[src/logic/glcd_settings.svh]
`ifndef GLCD_SETTINGS_SVH
`define GLCD_SETTINGS_SVH

// ~~~~~~~~~~~~~~~~~~~~
// bus timing in clk cycles

`define GLCD_SETUP_CYCLES 2
`define GLCD_PULSE_CYCLES 4
`define GLCD_HOLD_CYCLES  2

// panel reset hold after our own reset is released
`define GLCD_RESET_CYCLES 16

// ~~~~~~~~~~~~~~~~~~~~
// KS0108 command bytes

`define GLCD_CMD_ON    8'h3F
`define GLCD_CMD_START 8'hC0
`define GLCD_CMD_COL0  8'h40
`define GLCD_CMD_PAGE  8'hB8

`endif

[src/logic/glcd_pkg.sv]
`default_nettype none

package glcd_pkg;

	// ~~~~~~~~~~~~~~~~~~~~
	// panel geometry

	typedef logic [2:0]   pageT;     // 8 pages of 8 pixel rows
	typedef logic [6:0]   colT;      // bit 6 picks the chip
	typedef logic [7:0]   byteT;     // one column of one page
	typedef logic [255:0] chunkT;    // 32 columns, byte k at [8k+7:8k]
	typedef logic [1:0]   chipSelT;  // [0] left chip, [1] right chip

	// ~~~~~~~~~~~~~~~~~~~~
	// transfers between blocks

	typedef struct packed {
		logic    di;    // 1 data, 0 command
		chipSelT cs;
		byteT    data;
	} busCmdT;

	typedef struct packed {
		pageT page;
		colT  col;
		byteT data;
	} fbWriteT;

	typedef struct packed {
		pageT       page;
		logic [1:0] chunk;  // 32-column slice of the 128
	} chunkReqT;

	typedef enum logic [2:0] {
		resetHold,
		initCmd,
		clearPage,
		clearData,
		refreshPage,
		refreshData,
		frameEnd
	} seqStateT;

endpackage

`default_nettype wire

[src/logic/glcdSequencer.sv]
`timescale 1ns/1ps
`default_nettype none

`include "glcd_settings.svh"

module glcdSequencer (
	input  wire                     clk,
	input  wire                     reset,
	output logic                    lcdRst,
	output logic                    chunkStrobe,
	output glcd_pkg::chunkReqT      chunkReq,
	input  wire                     chunkValid,
	input  wire glcd_pkg::chunkT    chunk,
	output logic                    busStrobe,
	output glcd_pkg::busCmdT        busCmd,
	input  wire                     busDone,
	output logic                    frameDone
);

	import glcd_pkg::*;

	localparam int unsigned rstWidth = $clog2(`GLCD_RESET_CYCLES);
	localparam logic [rstWidth-1:0] rstLast = rstWidth'(`GLCD_RESET_CYCLES - 1);

	localparam chipSelT csBoth = 2'b11;
	localparam chipSelT csLeft = 2'b01;
	localparam chipSelT csRight = 2'b10;

	seqStateT            state;
	logic [rstWidth-1:0] rstCnt;
	pageT                page;
	logic [5:0]          byteIdx;  // column within one chip
	logic                side;     // 0 left chip, 1 right chip
	logic                pending;  // transfer in flight on the bus

	chunkT      curChunk;   // bytes being sent
	chunkT      nextChunk;  // prefetched slice
	chunkT      srcChunk;
	byteT       dataByte;
	byteT       pageCmd;
	logic [1:0] chunkNum;
	logic       chunkFirst;
	logic       ready;
	logic       issue;
	logic       reqFire;
	chunkReqT   reqNext;
	busCmdT     txCmd;

	assign ready = !pending || busDone;
	assign issue = ready && (state inside {initCmd, clearPage, clearData, refreshPage, refreshData});

	// ~~~~~~~~~~~~~~~~~~~~
	// data path for refresh bytes

	assign chunkNum = {side, byteIdx[5]};
	assign chunkFirst = (byteIdx[4:0] == 5'd0);
	assign srcChunk = chunkFirst ? nextChunk : curChunk;  // first byte still in prefetch reg
	assign dataByte = srcChunk[{byteIdx[4:0], 3'b000} +: 8];
	assign pageCmd = `GLCD_CMD_PAGE | byteT'(page);

	always_comb begin
		reqFire = 1'b0;
		reqNext.page = page;
		reqNext.chunk = 2'd0;
		if (state == refreshPage) begin
			reqFire = issue;
		end else if (state == refreshData && chunkFirst && chunkNum != 2'd3) begin
			reqFire = issue;
			reqNext.chunk = chunkNum + 2'd1;  // fetch ahead while this slice goes out
		end
	end

	always_comb begin
		txCmd.di = 1'b0;
		txCmd.cs = csBoth;
		txCmd.data = pageCmd;
		case (state)
			initCmd: begin
				case (byteIdx[1:0])
					2'd0: txCmd.data = `GLCD_CMD_ON;
					2'd1: txCmd.data = `GLCD_CMD_START;
					default: txCmd.data = `GLCD_CMD_COL0;
				endcase
			end
			clearData: begin
				txCmd.di = 1'b1;
				txCmd.data = '0;
			end
			refreshData: begin
				txCmd.di = 1'b1;
				txCmd.cs = side ? csRight : csLeft;
				txCmd.data = dataByte;
			end
			default: ;  // page commands to both chips
		endcase
	end

	always_ff @(posedge clk) begin
		if (issue) begin
			busCmd <= txCmd;
		end
		if (reqFire) begin
			chunkReq <= reqNext;
		end
		if (chunkValid) begin
			nextChunk <= chunk;
		end
		if (issue && state == refreshData && chunkFirst) begin
			curChunk <= nextChunk;
		end
	end

	// ~~~~~~~~~~~~~~~~~~~~
	// FSM

	always_ff @(posedge clk) begin
		if (!reset) begin
			state <= resetHold;
			rstCnt <= '0;
			page <= '0;
			byteIdx <= '0;
			side <= 1'b0;
			pending <= 1'b0;
			lcdRst <= 1'b0;
			busStrobe <= 1'b0;
			chunkStrobe <= 1'b0;
			frameDone <= 1'b0;
		end else begin
			busStrobe <= issue;
			chunkStrobe <= reqFire;
			frameDone <= 1'b0;
			if (issue) begin
				pending <= 1'b1;
			end else if (busDone) begin
				pending <= 1'b0;
			end
			case (state)
				resetHold: begin
					rstCnt <= rstCnt + rstWidth'(1);
					if (rstCnt == rstLast) begin
						lcdRst <= 1'b1;
						byteIdx <= '0;
						state <= initCmd;
					end
				end
				initCmd: begin
					if (issue) begin
						byteIdx <= byteIdx + 6'd1;
						if (byteIdx == 6'd2) begin
							page <= '0;
							state <= clearPage;
						end
					end
				end
				clearPage: begin
					if (issue) begin
						byteIdx <= '0;
						state <= clearData;
					end
				end
				clearData: begin
					if (issue) begin
						byteIdx <= byteIdx + 6'd1;  // wraps to 0 after 63
						if (byteIdx == 6'd63) begin
							page <= page + 3'd1;
							state <= (page == 3'd7) ? refreshPage : clearPage;
						end
					end
				end
				refreshPage: begin
					if (issue) begin
						byteIdx <= '0;
						side <= 1'b0;
						state <= refreshData;
					end
				end
				refreshData: begin
					if (issue) begin
						byteIdx <= byteIdx + 6'd1;
						if (byteIdx == 6'd63) begin
							side <= ~side;
							if (side) begin
								page <= page + 3'd1;
								state <= (page == 3'd7) ? frameEnd : refreshPage;
							end
						end
					end
				end
				frameEnd: begin
					if (ready) begin  // last byte of page 7 is out
						frameDone <= 1'b1;
						state <= refreshPage;
					end
				end
				default: state <= resetHold;
			endcase
		end
	end

endmodule

`default_nettype wire

[config.mk]
export PLATFORM = sky130hd
export DESIGN_NAME = glcdSequencer
export DESIGN_NICKNAME = d
export VERILOG_FILES = /design/src/logic/glcd_pkg.sv /design/src/logic/glcdSequencer.sv
export VERILOG_INCLUDE_DIRS = /design/src /design/src/logic
export SDC_FILE = /design/constraint.sdc
export NUM_CORES = 1
export LEC_CHECK = 0
export ABC_AREA = 0
export BUFFER_PORTS_ARGS = -buffer_cell sky130_fd_sc_hd__buf_2
export CAP_MARGIN = 20
export CORE_MARGIN = 10
export CORE_UTILIZATION = 60
export CTS_BUF_LIST = sky130_fd_sc_hd__clkbuf_8
export CTS_CLUSTER_DIAMETER = 30
export CTS_CLUSTER_SIZE = 12
export DETAILED_ROUTE_END_ITERATION = 10
export GPL_TIMING_DRIVEN = 0
export PLACE_DENSITY_LB_ADDON = 0.25
export SLEW_MARGIN = 0
export SYNTH_ARGS = -nofsm -noshare
export SYNTH_HDL_FRONTEND = slang
export SYNTH_SLANG_ARGS = --single-unit
[constraint.sdc]
create_clock -name clk -period 27.6 [get_ports clk]
set_input_delay 5.52 -clock clk [delete_from_list [all_inputs] [get_ports clk]]
set_output_delay 5.52 -clock clk [all_outputs]
set_load 0.02 [all_outputs]
==> metrics.log <==
INFO  metric grt_max_degree = 110
INFO  metric worst_ep_arrival_time = between 7 and 8 ns
INFO  metric final-seq-area = approximately 0.016 mm^2
INFO  metric synth_area_leaders = edfxtp_1 (75%), mux4_2 (6.3%), nand2_1 (2.2%), dfxtp_1 (2.1%), mux2i_1 (2.0%)
INFO  metric ctsLongestPathBuffers = 3
INFO  metric fp.coreArea = approximately 0.035 mm^2
INFO  metric detail_route.drc_violations = 0
INFO  metric crit_cells = 8
INFO  metric outcome = complete, no violations
INFO  metric port_buffers = 279
INFO  metric path_class = primary input to register
INFO  metric setup_tns_after_final_layout = 0 ns
INFO  metric seq_power_share = 45.2%
INFO  metric die_w = 208 um
INFO  metric kind_of_cell_adding_the_most_delay_to_the_critical_path = buffers and inverters
INFO  metric post-dp-hpwl = approximately 41000 um
INFO  metric grt_pass1_wl = 86600 um
INFO  metric path_common_cell = buf_6
INFO  metric num_io_pins = 280
INFO  metric report.final.hold_viol_count = 0
INFO  metric cellLeakagePower = between 9 and 10 nW
INFO  metric async_flop_share = 0%
INFO  metric number_of_enable_flip_flop_cells_after_synthesis = ~530
INFO  metric h-tree-depth = 3
INFO  metric track_usage = 26.7%
INFO  metric p_sw_share = about a quarter
INFO  metric hold-path-cell-count = 0
INFO  metric postSynth.topFlopCell = edfxtp_1
INFO  metric route.detailed.wl_per_inst = 27.4 um
INFO  metric max_capacitance_violation_total = 0
INFO  metric max_freq = 140 MHz
INFO  metric cp_cell_instances = buf_2 > nor2b_1 > nor3_2 > buf_6 > buf_6 > buf_4 > buf_6 > buf_6
INFO  metric drtAntennaViolNets = 0
INFO  metric post_cts_buffers = 0
INFO  metric utilization = 75.2%
INFO  metric grt_pass1_vias = approximately 14000
INFO  metric synthDistinctLibCells = 68
INFO  metric die-area = 0.0434 mm^2
INFO  metric routed_via_density = about 6.1
INFO  metric min_period_over_period = between 20% and 30%
INFO  metric drt-total-wl = around 59000 um
INFO  metric mappedNetlistArea = 0.0213 mm^2
INFO  metric detailedRoute.firstIterationViolations = 1581
INFO  metric yosys.area.top_type = edfxtp_1
INFO  metric area_of_combinational_cells_with_multiple_inputs = 0.00462 mm^2
INFO  metric grt_setup_unrepaired = false
INFO  metric clkSinkCount = between 500 and 600
INFO  metric min_path_type = register to register
INFO  metric postCtsHoldBufs = 0
INFO  metric tritoncts_clock_tree = done
INFO  metric synth_cells = approximately 1200
INFO  metric worst_setup_path_start_kind = primary input
INFO  metric crit_path_max_fanout = 13
INFO  metric detailedRoute.firstPassIterationCount = 6
INFO  metric fp-row-count = 68
INFO  metric drive_above_1_share = 34.8%
INFO  metric synth_area_per_cell = 18.0 um^2
INFO  metric num_vias = 13200
INFO  metric synthesis.nets = roughly 1500
INFO  metric synth_top_cells_by_count = edfxtp_1 (528), nand2_1 (125), mux4_2 (59), mux2i_1 (42), nor2_1 (42)
INFO  metric synth_sequential_area_ratio = about three quarters
INFO  metric dp.cells = ~1900
INFO  metric cp_slowest_cell = nor3_2
INFO  metric post_layout_nonfiller_instances = between 2000 and 2500
INFO  metric final-setup-viol-count = 0
INFO  metric tightestPinTransition = ~1.2 ns
INFO  metric comb_power_share = 12.1%
INFO  metric switching_power = between 500 and 600 uW
INFO  metric cts_made_buffers = around 110
INFO  metric filler_cell_count = slightly above 2000
INFO  metric total_power = between 2 and 2.5 mW
INFO  metric power.share.clock = 42.7%
INFO  metric ys_seq_elements = 550
INFO  metric initial_antenna_violation_count = 0
INFO  metric timing.critical_path.buf_inv = 6
INFO  metric max_slew_margin = 21.5%
INFO  metric antenna_cells = 0
INFO  metric netlist.area_leader.share = between 70% and 80%
INFO  metric cp.required = approximately 28 ns
INFO  metric final_weighted_congestion_of_routability_driven_global_placement = between 0.8 and 0.9
INFO  metric cts.reportedPaths.clkPinSlew = approximately 0.060 ns
INFO  metric cell_area_power_density = roughly 83 mW/mm^2
INFO  metric r2r.worst_path.cells = 17
INFO  metric initial_core_util = between 60% and 70%
INFO  metric clock_latency = 0.68 ns
INFO  metric internal_power = roughly 1.6 mW
INFO  metric report.final.slew_viol_count = 0
INFO  metric timing.final.crit_period = a little over 7 ns
INFO  metric syn2layout_area_growth = 22.8%
INFO  metric nets = 1870
INFO  metric cts_resized = 0
INFO  metric critical_path.endpoint_type = register
INFO  metric chipHeight = about 210 um
INFO  metric yosys.cell_count.top_type = edfxtp_1
INFO  metric yosys_warnings = 0
INFO  metric total_grt_overflow = 0
INFO  metric clk_root_buffer_cell = clkbuf_8
INFO  metric ir_drop = 0.0000572 V
INFO  metric finClkSkew = 0.0276 ns
INFO  metric max_stage_delay = 0.71 ns
flip-flops by register name (all words and copies together), names as in the netlist, 3 cells and up:
name,flops
chunkReq,5
nextChunk,256
busCmd,11
rstCnt,4
page,3
state,3
byteIdx,6
curChunk,256
final cells by class:
| class | instances | area share, % |
|---|---|---|
| timing repair buffer | 309 | 6.83 |
| inverter | 8 | 0.115 |
| sequential | 550 | 62.4 |
| multi-input combinational | 565 | 17.7 |
| buffer | 61 | 1.23 |
| clock inverter | 89 | 3.67 |
| clock buffer | 111 | 5.85 |
| tap | 455 | 2.18 |
metrics by stage:
step	hold slack [ns]	worst slack, ns	instance area (um^2)
2_1_floorplan	0.400	3.60	21300
3_3_place_gp	0.403	-4.54	23200
3_5_place_dp	0.405	19.83	23600
4_1_cts	0.412	20.54	26100
5_1_grt	0.426	20.41	26100
6_report	0.417	20.47	26100
layer usage:
layer	up-vias	track usage, %	routed length [um]
li1	5625	-	-
met1	6541	35.1	22500
met2	887	42.8	28700
met3	135	5.65	5420
met4	0	11.0	2160
met5	-	0	0
power by group through the flow:
stage               registers [mW]  logic (mW)  clock network (mW)
finish                       0.978       0.261               0.922
global route                 0.981       0.275               0.973
CTS                          0.977       0.258               0.931
detailed placement           0.994       0.256                   0
global placement             0.994       0.248                   0
floorplan                    0.987       0.152                   0
worst paths after layout:
check	start	endpoint	slack (ns)
worst max-delay path	busDone	curChunk[255]	20.47
worst min-delay path	nextChunk[123]	curChunk[123]	0.42
worst max register to register	byteIdx[0]	curChunk[255]	21.41
worst min register to register	nextChunk[123]	curChunk[123]	0.42
cells in the final DEF (no fill, tap or decap), types with 14 or more instances in the layout:
| cell type | count |
|---|---|
| mux4_2 | 59 |
| a21oi_1 | 16 |
| clkbuf_8 | 111 |
| mux2i_1 | 42 |
| o21ai_0 | 26 |
| buf_2 | 292 |
| buf_6 | 26 |
| clkinv_1 | 14 |
| clkbuf_1 | 32 |
| nand3_1 | 38 |
| inv_1 | 16 |
| nor2_1 | 42 |
| clkinv_2 | 16 |
| dfxtp_1 | 22 |
| clkinvlp_4 | 14 |
| bufinv_16 | 17 |
| edfxtp_1 | 528 |
| nand2_1 | 125 |
cell families after synthesis:
family,Yosys count,share of synthesized area (%)
flip-flops,550,76.7
buffers and inverters,69,1.65
XOR/XNOR,9,0.371
multiplexers,120,9.73
adder cells (fa/ha/maj),9,0.530
AO/OA/AOI/OAI,137,4.57
AND/OR/NAND/NOR,290,6.49
No activity file was read; power rests on OpenSTA's default activity.
