### config.mk
export PLATFORM = sky130hd
export DESIGN_NAME = glcdBusDriver
export DESIGN_NICKNAME = d
export VERILOG_FILES = /design/src/logic/glcd_pkg.sv /design/src/logic/glcdBusDriver.sv
export VERILOG_INCLUDE_DIRS = /design/src /design/src/logic
export SDC_FILE = /design/constraint.sdc
export NUM_CORES = 1
export LEC_CHECK = 0
export BUFFER_PORTS_ARGS = -buffer_cell sky130_fd_sc_hd__buf_2
export CAP_MARGIN = 0
export CORE_MARGIN = 4
export CORE_UTILIZATION = 45
export CTS_CLUSTER_DIAMETER = 80
export CTS_CLUSTER_SIZE = 8
export DETAILED_ROUTE_END_ITERATION = 10
export GPL_ROUTABILITY_DRIVEN = 0
export PLACE_DENSITY = 0.78
export SLEW_MARGIN = 20
export SYNTH_ARGS = -nofsm -noshare
export SYNTH_HDL_FRONTEND = slang
export SYNTH_SLANG_ARGS = --single-unit
### constraint.sdc
create_clock -name clk -period 3.9 [get_ports clk]
set_input_delay 0.195 -clock clk [delete_from_list [all_inputs] [get_ports clk]]
set_output_delay 0.195 -clock clk [all_outputs]
set_load 0.1 [all_outputs]
### src/logic/glcd_settings.svh
`ifndef GLCD_SETTINGS_SVH
`define GLCD_SETTINGS_SVH

// ~~~~~~~~~~~~~~~~~~~~
// bus timing in clk cycles

`define GLCD_SETUP_CYCLES 2
`define GLCD_PULSE_CYCLES 4
`define GLCD_HOLD_CYCLES  2

// panel reset hold after our own reset is released
`define GLCD_RESET_CYCLES 16

// ~~~~~~~~~~~~~~~~~~~~
// KS0108 command bytes

`define GLCD_CMD_ON    8'h3F
`define GLCD_CMD_START 8'hC0
`define GLCD_CMD_COL0  8'h40
`define GLCD_CMD_PAGE  8'hB8

`endif

### src/logic/glcd_pkg.sv
`default_nettype none

package glcd_pkg;

	// ~~~~~~~~~~~~~~~~~~~~
	// panel geometry

	typedef logic [2:0]   pageT;     // 8 pages of 8 pixel rows
	typedef logic [6:0]   colT;      // bit 6 picks the chip
	typedef logic [7:0]   byteT;     // one column of one page
	typedef logic [255:0] chunkT;    // 32 columns, byte k at [8k+7:8k]
	typedef logic [1:0]   chipSelT;  // [0] left chip, [1] right chip

	// ~~~~~~~~~~~~~~~~~~~~
	// transfers between blocks

	typedef struct packed {
		logic    di;    // 1 data, 0 command
		chipSelT cs;
		byteT    data;
	} busCmdT;

	typedef struct packed {
		pageT page;
		colT  col;
		byteT data;
	} fbWriteT;

	typedef struct packed {
		pageT       page;
		logic [1:0] chunk;  // 32-column slice of the 128
	} chunkReqT;

	typedef enum logic [2:0] {
		resetHold,
		initCmd,
		clearPage,
		clearData,
		refreshPage,
		refreshData,
		frameEnd
	} seqStateT;

endpackage

`default_nettype wire

### src/logic/glcdBusDriver.sv
`timescale 1ns/1ps
`default_nettype none

`include "glcd_settings.svh"

module glcdBusDriver (
	input  wire                   clk,
	input  wire                   reset,
	input  wire                   busStrobe,
	input  wire glcd_pkg::busCmdT busCmd,
	output logic                  busDone,
	output glcd_pkg::byteT        lcdData,
	output logic                  lcdDi,
	output logic                  lcdCs1,
	output logic                  lcdCs2,
	output logic                  lcdEnable
);

	import glcd_pkg::*;

	localparam int unsigned totalCycles =
		`GLCD_SETUP_CYCLES + `GLCD_PULSE_CYCLES + `GLCD_HOLD_CYCLES;
	localparam int unsigned cntWidth = $clog2(totalCycles + 1);

	localparam logic [cntWidth-1:0] pulseFirst = cntWidth'(`GLCD_SETUP_CYCLES + 1);
	localparam logic [cntWidth-1:0] pulseLast =
		cntWidth'(`GLCD_SETUP_CYCLES + `GLCD_PULSE_CYCLES);
	localparam logic [cntWidth-1:0] lastPhase = cntWidth'(totalCycles);

	localparam chipSelT csIdle = 2'b11;

	logic [cntWidth-1:0] phaseCnt;  // cycle number since the strobe, 0 when idle
	logic [cntWidth-1:0] phaseNext;
	busCmdT              cmdQ;
	logic                enableQ;
	logic                doneQ;

	always_comb begin
		phaseNext = '0;
		if (busStrobe) begin
			phaseNext = cntWidth'(1);
		end else if (phaseCnt != '0 && phaseCnt != lastPhase) begin
			phaseNext = phaseCnt + cntWidth'(1);
		end
	end

	// ~~~~~~~~~~~~~~~~~~~~
	// phase counter and pin registers

	always_ff @(posedge clk) begin
		if (!reset) begin
			phaseCnt <= '0;
			enableQ <= 1'b0;
			doneQ <= 1'b0;
			cmdQ.di <= 1'b0;
			cmdQ.cs <= csIdle;
			cmdQ.data <= '0;
		end else begin
			phaseCnt <= phaseNext;
			enableQ <= (phaseNext >= pulseFirst) && (phaseNext <= pulseLast);
			doneQ <= (phaseNext == lastPhase);
			if (busStrobe) begin
				cmdQ <= busCmd;  // held through setup, pulse and hold
			end else if (phaseCnt == lastPhase) begin
				cmdQ.cs <= csIdle;  // enable is long low here
			end
		end
	end

	assign lcdData = cmdQ.data;
	assign lcdDi = cmdQ.di;
	assign lcdCs1 = cmdQ.cs[0];
	assign lcdCs2 = cmdQ.cs[1];
	assign lcdEnable = enableQ;
	assign busDone = doneQ;

endmodule

`default_nettype wire

==> impl_metrics.env, run 1 <==
export IMPL_max_stage_delay_ns=0.43
export IMPL_setup_tns_ns=0
export IMPL_grt_max_degree=17
export IMPL_path_delay_family="simple AND/OR/NAND/NOR gates"
export IMPL_max_freq_ghz=0.578
export IMPL_wire_per_inst_um=11.0
export IMPL_dominantRegCellSynth="dfxtp_1"
export IMPL_ir_drop_mv=0.226
export IMPL_finalMaxSlewViolations=0
export IMPL_cts_setup_buffers=0
export IMPL_wirelength_mm=1.29
export IMPL_cp_data_arrival_time_ns=1.95
export IMPL_fin_nets=118
export IMPL_reg2reg_depth=6
export IMPL_cts_tree="built"
export IMPL_cp_end_kind="register"
export IMPL_via_per_inst=4.84
export IMPL_clkTransAtPathRegs_ns=0.09
export IMPL_drive_above_1_share_pct=29.7
export IMPL_criticalPathCategory="register to register"
export IMPL_fp_dieW_um=48.0
export IMPL_drt_antenna_violating_nets=0
export IMPL_ff_latch_area_um2=340
export IMPL_clock_latency_ns=0.29
export IMPL_slowest_stage="dfxtp_1"
export IMPL_cts_sinks=17
export IMPL_p_leak_nw=0.412
export IMPL_critical_path_startpoint_type="register"
export IMPL_syn_nets=90
export IMPL_synth_cell_types=22
export IMPL_crit_chain="inv_1 > ha_1 > nor2b_2 > xnor2_1 > or4_1 > a21oi_1"
export IMPL_relSlewSlack_pct=67.5
export IMPL_finalHoldViolations=0
export IMPL_area_delta_synth_final_pct=22.6
export IMPL_grt_overflow=0
export IMPL_port_buffers=26
export IMPL_dp_hpwl_um=977
export IMPL_diodes=0
export IMPL_stdcell_count=117
export IMPL_min_period_over_period_pct=44.4
export IMPL_fill_cells=138
export IMPL_synth_area_um2=721
export IMPL_yosysSeqAreaShare_pct=47.2
export IMPL_clockRootBuffer="clkbuf_4"
export IMPL_syn_inst=74
export IMPL_final_common_cell="buf_2"
export IMPL_pre_cts_slack_ns=2.17
export IMPL_cp_buffers_inverters=1
export IMPL_final_setup_worst_slack_ns=2.17
export IMPL_dp_cells=113
export IMPL_start_util_pct=47.8
export IMPL_boundaryPins=27
export IMPL_drt_iter0_markers=4
export IMPL_pwr_density_cell_nw_per_um2=421
export IMPL_grt_pass1_wl_mm=2.21
export IMPL_holdCritPathClass="input port to register"
export IMPL_rsz0062_at_grt="false"
export IMPL_grt_usage_pct=13.9
export IMPL_cts_buffers=3
export IMPL_worst_pin_slew_ns=0.491
export IMPL_ys_seq_elements=17
export IMPL_crit_fanout=6
export IMPL_yosys_warnings=0
export IMPL_skew_ns=0.00419
export IMPL_fin_crit_ns=1.73
export IMPL_clock_path_buffers=2
export IMPL_crit_cells=6
export IMPL_finalSetupViolCount=0
export IMPL_p_total_mw=0.372
export IMPL_ys_async_sr_fraction_pct=0
export IMPL_design_die_area_um2=2310
export IMPL_antenna_found_initial=0
export IMPL_min_path_cells=3
export IMPL_die_height_um=48.0
export IMPL_drc=0
export IMPL_num_rows=14
export IMPL_status="finished, final reports clean"
export IMPL_crit_required_ns=4.12
export IMPL_htree_levels=1
export IMPL_hold_buffers=0
export IMPL_first_global_vias=526
export IMPL_vias=566
export IMPL_multi_input_area_um2=348
export IMPL_synth_edf_count=0
export IMPL_ctsResizeCount=0
export IMPL_core_area_um2=1510
export IMPL_maxCapViolations=0
export IMPL_syn_area_per_cell_um2=9.74
export IMPL_drtPass1Iterations=4
export IMPL_final_cell_mix="buf_2, dfxtp_1, nor2b_1"
-- cell families (layout without fill, tap and decap cells) --
family | count (synthesis) | count (layout) | share of synthesized area [%]
AOI/OAI and AO/OA | 7 | 7 | 5.56
xor gates and xnor gates | 3 | 3 | 3.65
adders and majority gates | 2 | 2 | 3.47
buffers and inverters | 8 | 35 | 4.51
DFF | 17 | 17 | 47.2
muxes | 10 | 10 | 13.9
and+or+nand+nor | 27 | 27 | 21.7
-- worst paths after layout --
kind	start	to	slack (ns)
worst min register to register	lcdData[1]	lcdData[1]	0.52
worst min-delay path	busCmd[7]	lcdData[7]	0.16
worst max register to register	phaseCnt[0]	lcdEnable	2.17
worst max-delay path	phaseCnt[0]	lcdEnable	2.17
-- layout make-up --
class | instances | share of cell area (%)
clock buffers | 4 | 2.97
inverters | 5 | 2.12
multi-input cells | 49 | 39.4
flip-flops and latches | 17 | 38.5
well taps | 16 | 2.27
repair buffers | 26 | 14.7
-- registers in the layout, indices dropped and copies added, names as in the netlist --
| name | flops |
|---|---|
| busDone | 1 |
| lcdCs1 | 1 |
| lcdCs2 | 1 |
| lcdData | 8 |
| lcdDi | 1 |
| lcdEnable | 1 |
| phaseCnt | 4 |
-- cells in the mapped netlist, types with 2 or more instances --
| cell type | n | area [µm²] |
|---|---|---|
| nor2b_1 | 12 | 75.1 |
| mux2i_1 | 10 | 100 |
| nand2_1 | 2 | 7.51 |
| a21oi_1 | 3 | 15.0 |
| xnor2_1 | 3 | 26.3 |
| ha_1 | 2 | 25.0 |
| nor2_1 | 4 | 15.0 |
| dfxtp_1 | 17 | 340 |
| inv_1 | 5 | 18.8 |
| buf_2 | 2 | 10.0 |
| nor3_1 | 2 | 10.0 |
| o21ai_0 | 2 | 10.0 |
-- where the power goes --
| group | total [mW] | leakage (nW) | switching, mW | internal, mW |
|---|---|---|---|---|
| logic | 0.0937 | 0.257 | 0.0694 | 0.0243 |
| clock network | 0.0917 | 0.0150 | 0.0520 | 0.0398 |
| registers | 0.187 | 0.140 | 0.00484 | 0.182 |
| total | 0.372 | 0.412 | 0.126 | 0.246 |
-- layer usage --
layer	GRT usage [%]	part of all wire, %	up-vias
li1	-	-	294
met4	9.68	2.6	0
met1	17.3	43	247
met2	21.6	47	21
met3	2.26	7.1	4
met5	0	0	-
-- worst reg2reg max path, stage by stage, from the launching register on --
cell	delay [ns]
dfxtp_1	0.43
inv_1	0.07
ha_1	0.32
nor2b_2	0.17
xnor2_1	0.13
or4_1	0.40
a21oi_1	0.14
-- stage by stage --
| step | utilization [%] | hold slack, ns | instance area, µm² |
|---|---|---|---|
| 2_1_floorplan | - | 0.323 | 721 |
| 3_3_place_gp | 56.9 | 0.450 | 857 |
| 3_5_place_dp | 56.9 | 0.461 | 857 |
| 4_1_cts | 58.6 | 0.150 | 883 |
| 5_1_grt | 58.6 | 0.163 | 883 |
| 6_report | 58.6 | 0.158 | 883 |
Power figures use the tool's default switching activity.
==> run 2: changes to the inputs <==
clock period = 1.8 ns   (was 3.9 ns; I/O delays follow)
==> run 2 against run 1 <==
  * Largest cell class unchanged
  * Die area unchanged
  * Critical path type unchanged
  * Non-clock buffer count unchanged
  * Highest routed layer unchanged
  * Power is 120% higher
  * Combinational power up 120%
  * Wire length is 1.3% higher
  * Flip-flop and latch count unchanged
  * Clock skew is 0.0053 ns higher
  * Clock power increased by 120%
  * Final cell count is the same
==> impl_metrics.env, run 2 (synthesized netlist as in run 1, its figures left out) <==
export IMPL_finalSetupViolCount=0
export IMPL_final_common_cell="buf_2"
export IMPL_internal_power_mw=0.533
export IMPL_grt_usage_pct=14.5
export IMPL_skew_ns=0.00945
export IMPL_drt_iter0_markers=4
export IMPL_grt_overflow=0
export IMPL_clockPowerShare_pct=24.7
export IMPL_first_global_vias=520
export IMPL_criticalPathCategory="register to register"
export IMPL_cts_sinks=17
export IMPL_holdWs_ns=0.0511
export IMPL_setup_tns_ns=0
export IMPL_drc=0
export IMPL_final_cell_mix="buf_2, dfxtp_1, nor2b_1"
export IMPL_dp_hpwl_um=990
export IMPL_cts_tree="built"
export IMPL_clkTransAtPathRegs_ns=0.10
export IMPL_clock_path_buffers=2
export IMPL_netSwitchingPower_mw=0.274
export IMPL_hold_buffers=0
export IMPL_max_stage_delay_ns=0.39
export IMPL_finalMaxSlewViolations=0
export IMPL_cp_end_kind="register"
export IMPL_ir_drop_mv=0.586
export IMPL_cts_setup_buffers=0
export IMPL_finalHoldViolations=0
export IMPL_min_period_over_period_pct=92.6
export IMPL_combPwrFrac_pct=25.2
export IMPL_seqPwrFrac_pct=50.2
export IMPL_cts_buffers=3
export IMPL_switching_share_pct=34.0
export IMPL_ctsResizeCount=0
export IMPL_start_util_pct=47.8
export IMPL_fin_nets=118
export IMPL_rsz0062_at_grt="false"
export IMPL_path_delay_family="simple AND/OR/NAND/NOR gates"
export IMPL_holdCritPathClass="input port to register"
export IMPL_vias=565
export IMPL_maxCapViolations=0
export IMPL_slowest_stage="dfxtp_2"
export IMPL_fp_dieW_um=48.0
export IMPL_relSlewSlack_pct=67.5
export IMPL_drtPass1Iterations=2
export IMPL_clockRootBuffer="clkbuf_4"
export IMPL_via_per_inst=4.83
export IMPL_design_die_area_um2=2310
export IMPL_cp_buffers_inverters=1
export IMPL_p_leak_nw=0.412
export IMPL_pwr_density_cell_nw_per_um2=913
export IMPL_critical_path_startpoint_type="register"
export IMPL_worst_pin_slew_ns=0.490
export IMPL_antenna_found_initial=0
export IMPL_post_route_util_pct=58.7
export IMPL_fin_crit_ns=1.67
export IMPL_num_rows=14
export IMPL_wirelength_mm=1.31
export IMPL_clock_latency_ns=0.29
export IMPL_largest_reg_flops=8
export IMPL_port_buffers=26
export IMPL_crit_required_ns=2.02
export IMPL_area_delta_synth_final_pct=22.7
export IMPL_crit_chain="inv_1 > ha_1 > nor2b_2 > xnor2_1 > or4_1 > a21oi_1"
export IMPL_core_area_um2=1510
export IMPL_boundaryPins=27
export IMPL_drt_antenna_violating_nets=0
export IMPL_max_freq_ghz=0.600
export IMPL_wire_per_inst_um=11.2
export IMPL_diodes=0
export IMPL_status="finished, final reports clean"
export IMPL_grt_max_degree=17
export IMPL_grt_pass1_wl_mm=2.24
export IMPL_htree_levels=1
export IMPL_die_height_um=48.0
export IMPL_crit_fanout=6
export IMPL_drive_above_1_share_pct=30.7
export IMPL_cp_data_arrival_time_ns=1.88
run 2: cell count changes in the layout (fill, tap and decap cells not counted):
| cell | previous run | this run |
|---|---|---|
| dfxtp_2 | 0 | 1 |
| dfxtp_1 | 17 | 16 |
run 2: path summary, 6_finish.rpt:
path | startpoint | endpoint | slack [ns] | depth (start not counted)
worst max-delay path | phaseCnt[0] | lcdEnable | 0.13 | 6
worst min-delay path | busCmd[6] | lcdData[6] | 0.05 | 3
worst max register to register | phaseCnt[0] | lcdEnable | 0.13 | 6
worst min register to register | lcdData[1] | lcdData[1] | 0.52 | 2
run 2: final cells by class:
class                   count  area [µm²]
clock buffers               4        26.3
fillers                   137         622
inverters                   5        18.8
multi-input cells          49         348
flip-flops and latches     17         342
well taps                  16        20.0
repair buffers             26         130
run 2: metal layers:
metal	vias up	track usage (%)	part of all wire (%)	wire length, µm
met1	245	17.6	44	569
met5	-	0	0	0
li1	297	-	-	-
met4	0	9.68	2.1	28
met3	4	5.26	8.1	106
met2	19	21.1	46	602
run 2: power by group through the flow:
| stage | sequential (mW) | clock [mW] | combinational [mW] |
|---|---|---|---|
| detailed placement | 0.413 | 0 | 0.205 |
| CTS | 0.405 | 0.208 | 0.205 |
| global route | 0.408 | 0.227 | 0.216 |
| finish | 0.405 | 0.199 | 0.203 |
| global placement | 0.412 | 0 | 0.201 |
| floorplan | 0.521 | 0 | 0.0590 |
run 2: worst min-delay path: cells and delay by family:
kind                   cells  cell delay, ns
buffers and inverters      1            0.07
muxes                      1            0.05
and+or+nand+nor            1            0.09
run 2: metrics by stage:
stage | area [µm²] | power, mW | worst slack, ns | instances
2_1_floorplan | 721 | 0.580 | 0.200 | 74
3_3_place_gp | 857 | 0.613 | 0.164 | 113
3_5_place_dp | 857 | 0.618 | 0.0858 | 113
4_1_cts | 883 | 0.817 | 0.0605 | 117
5_1_grt | 885 | 0.852 | 0.0485 | 117
6_report | 885 | 0.807 | 0.134 | 117
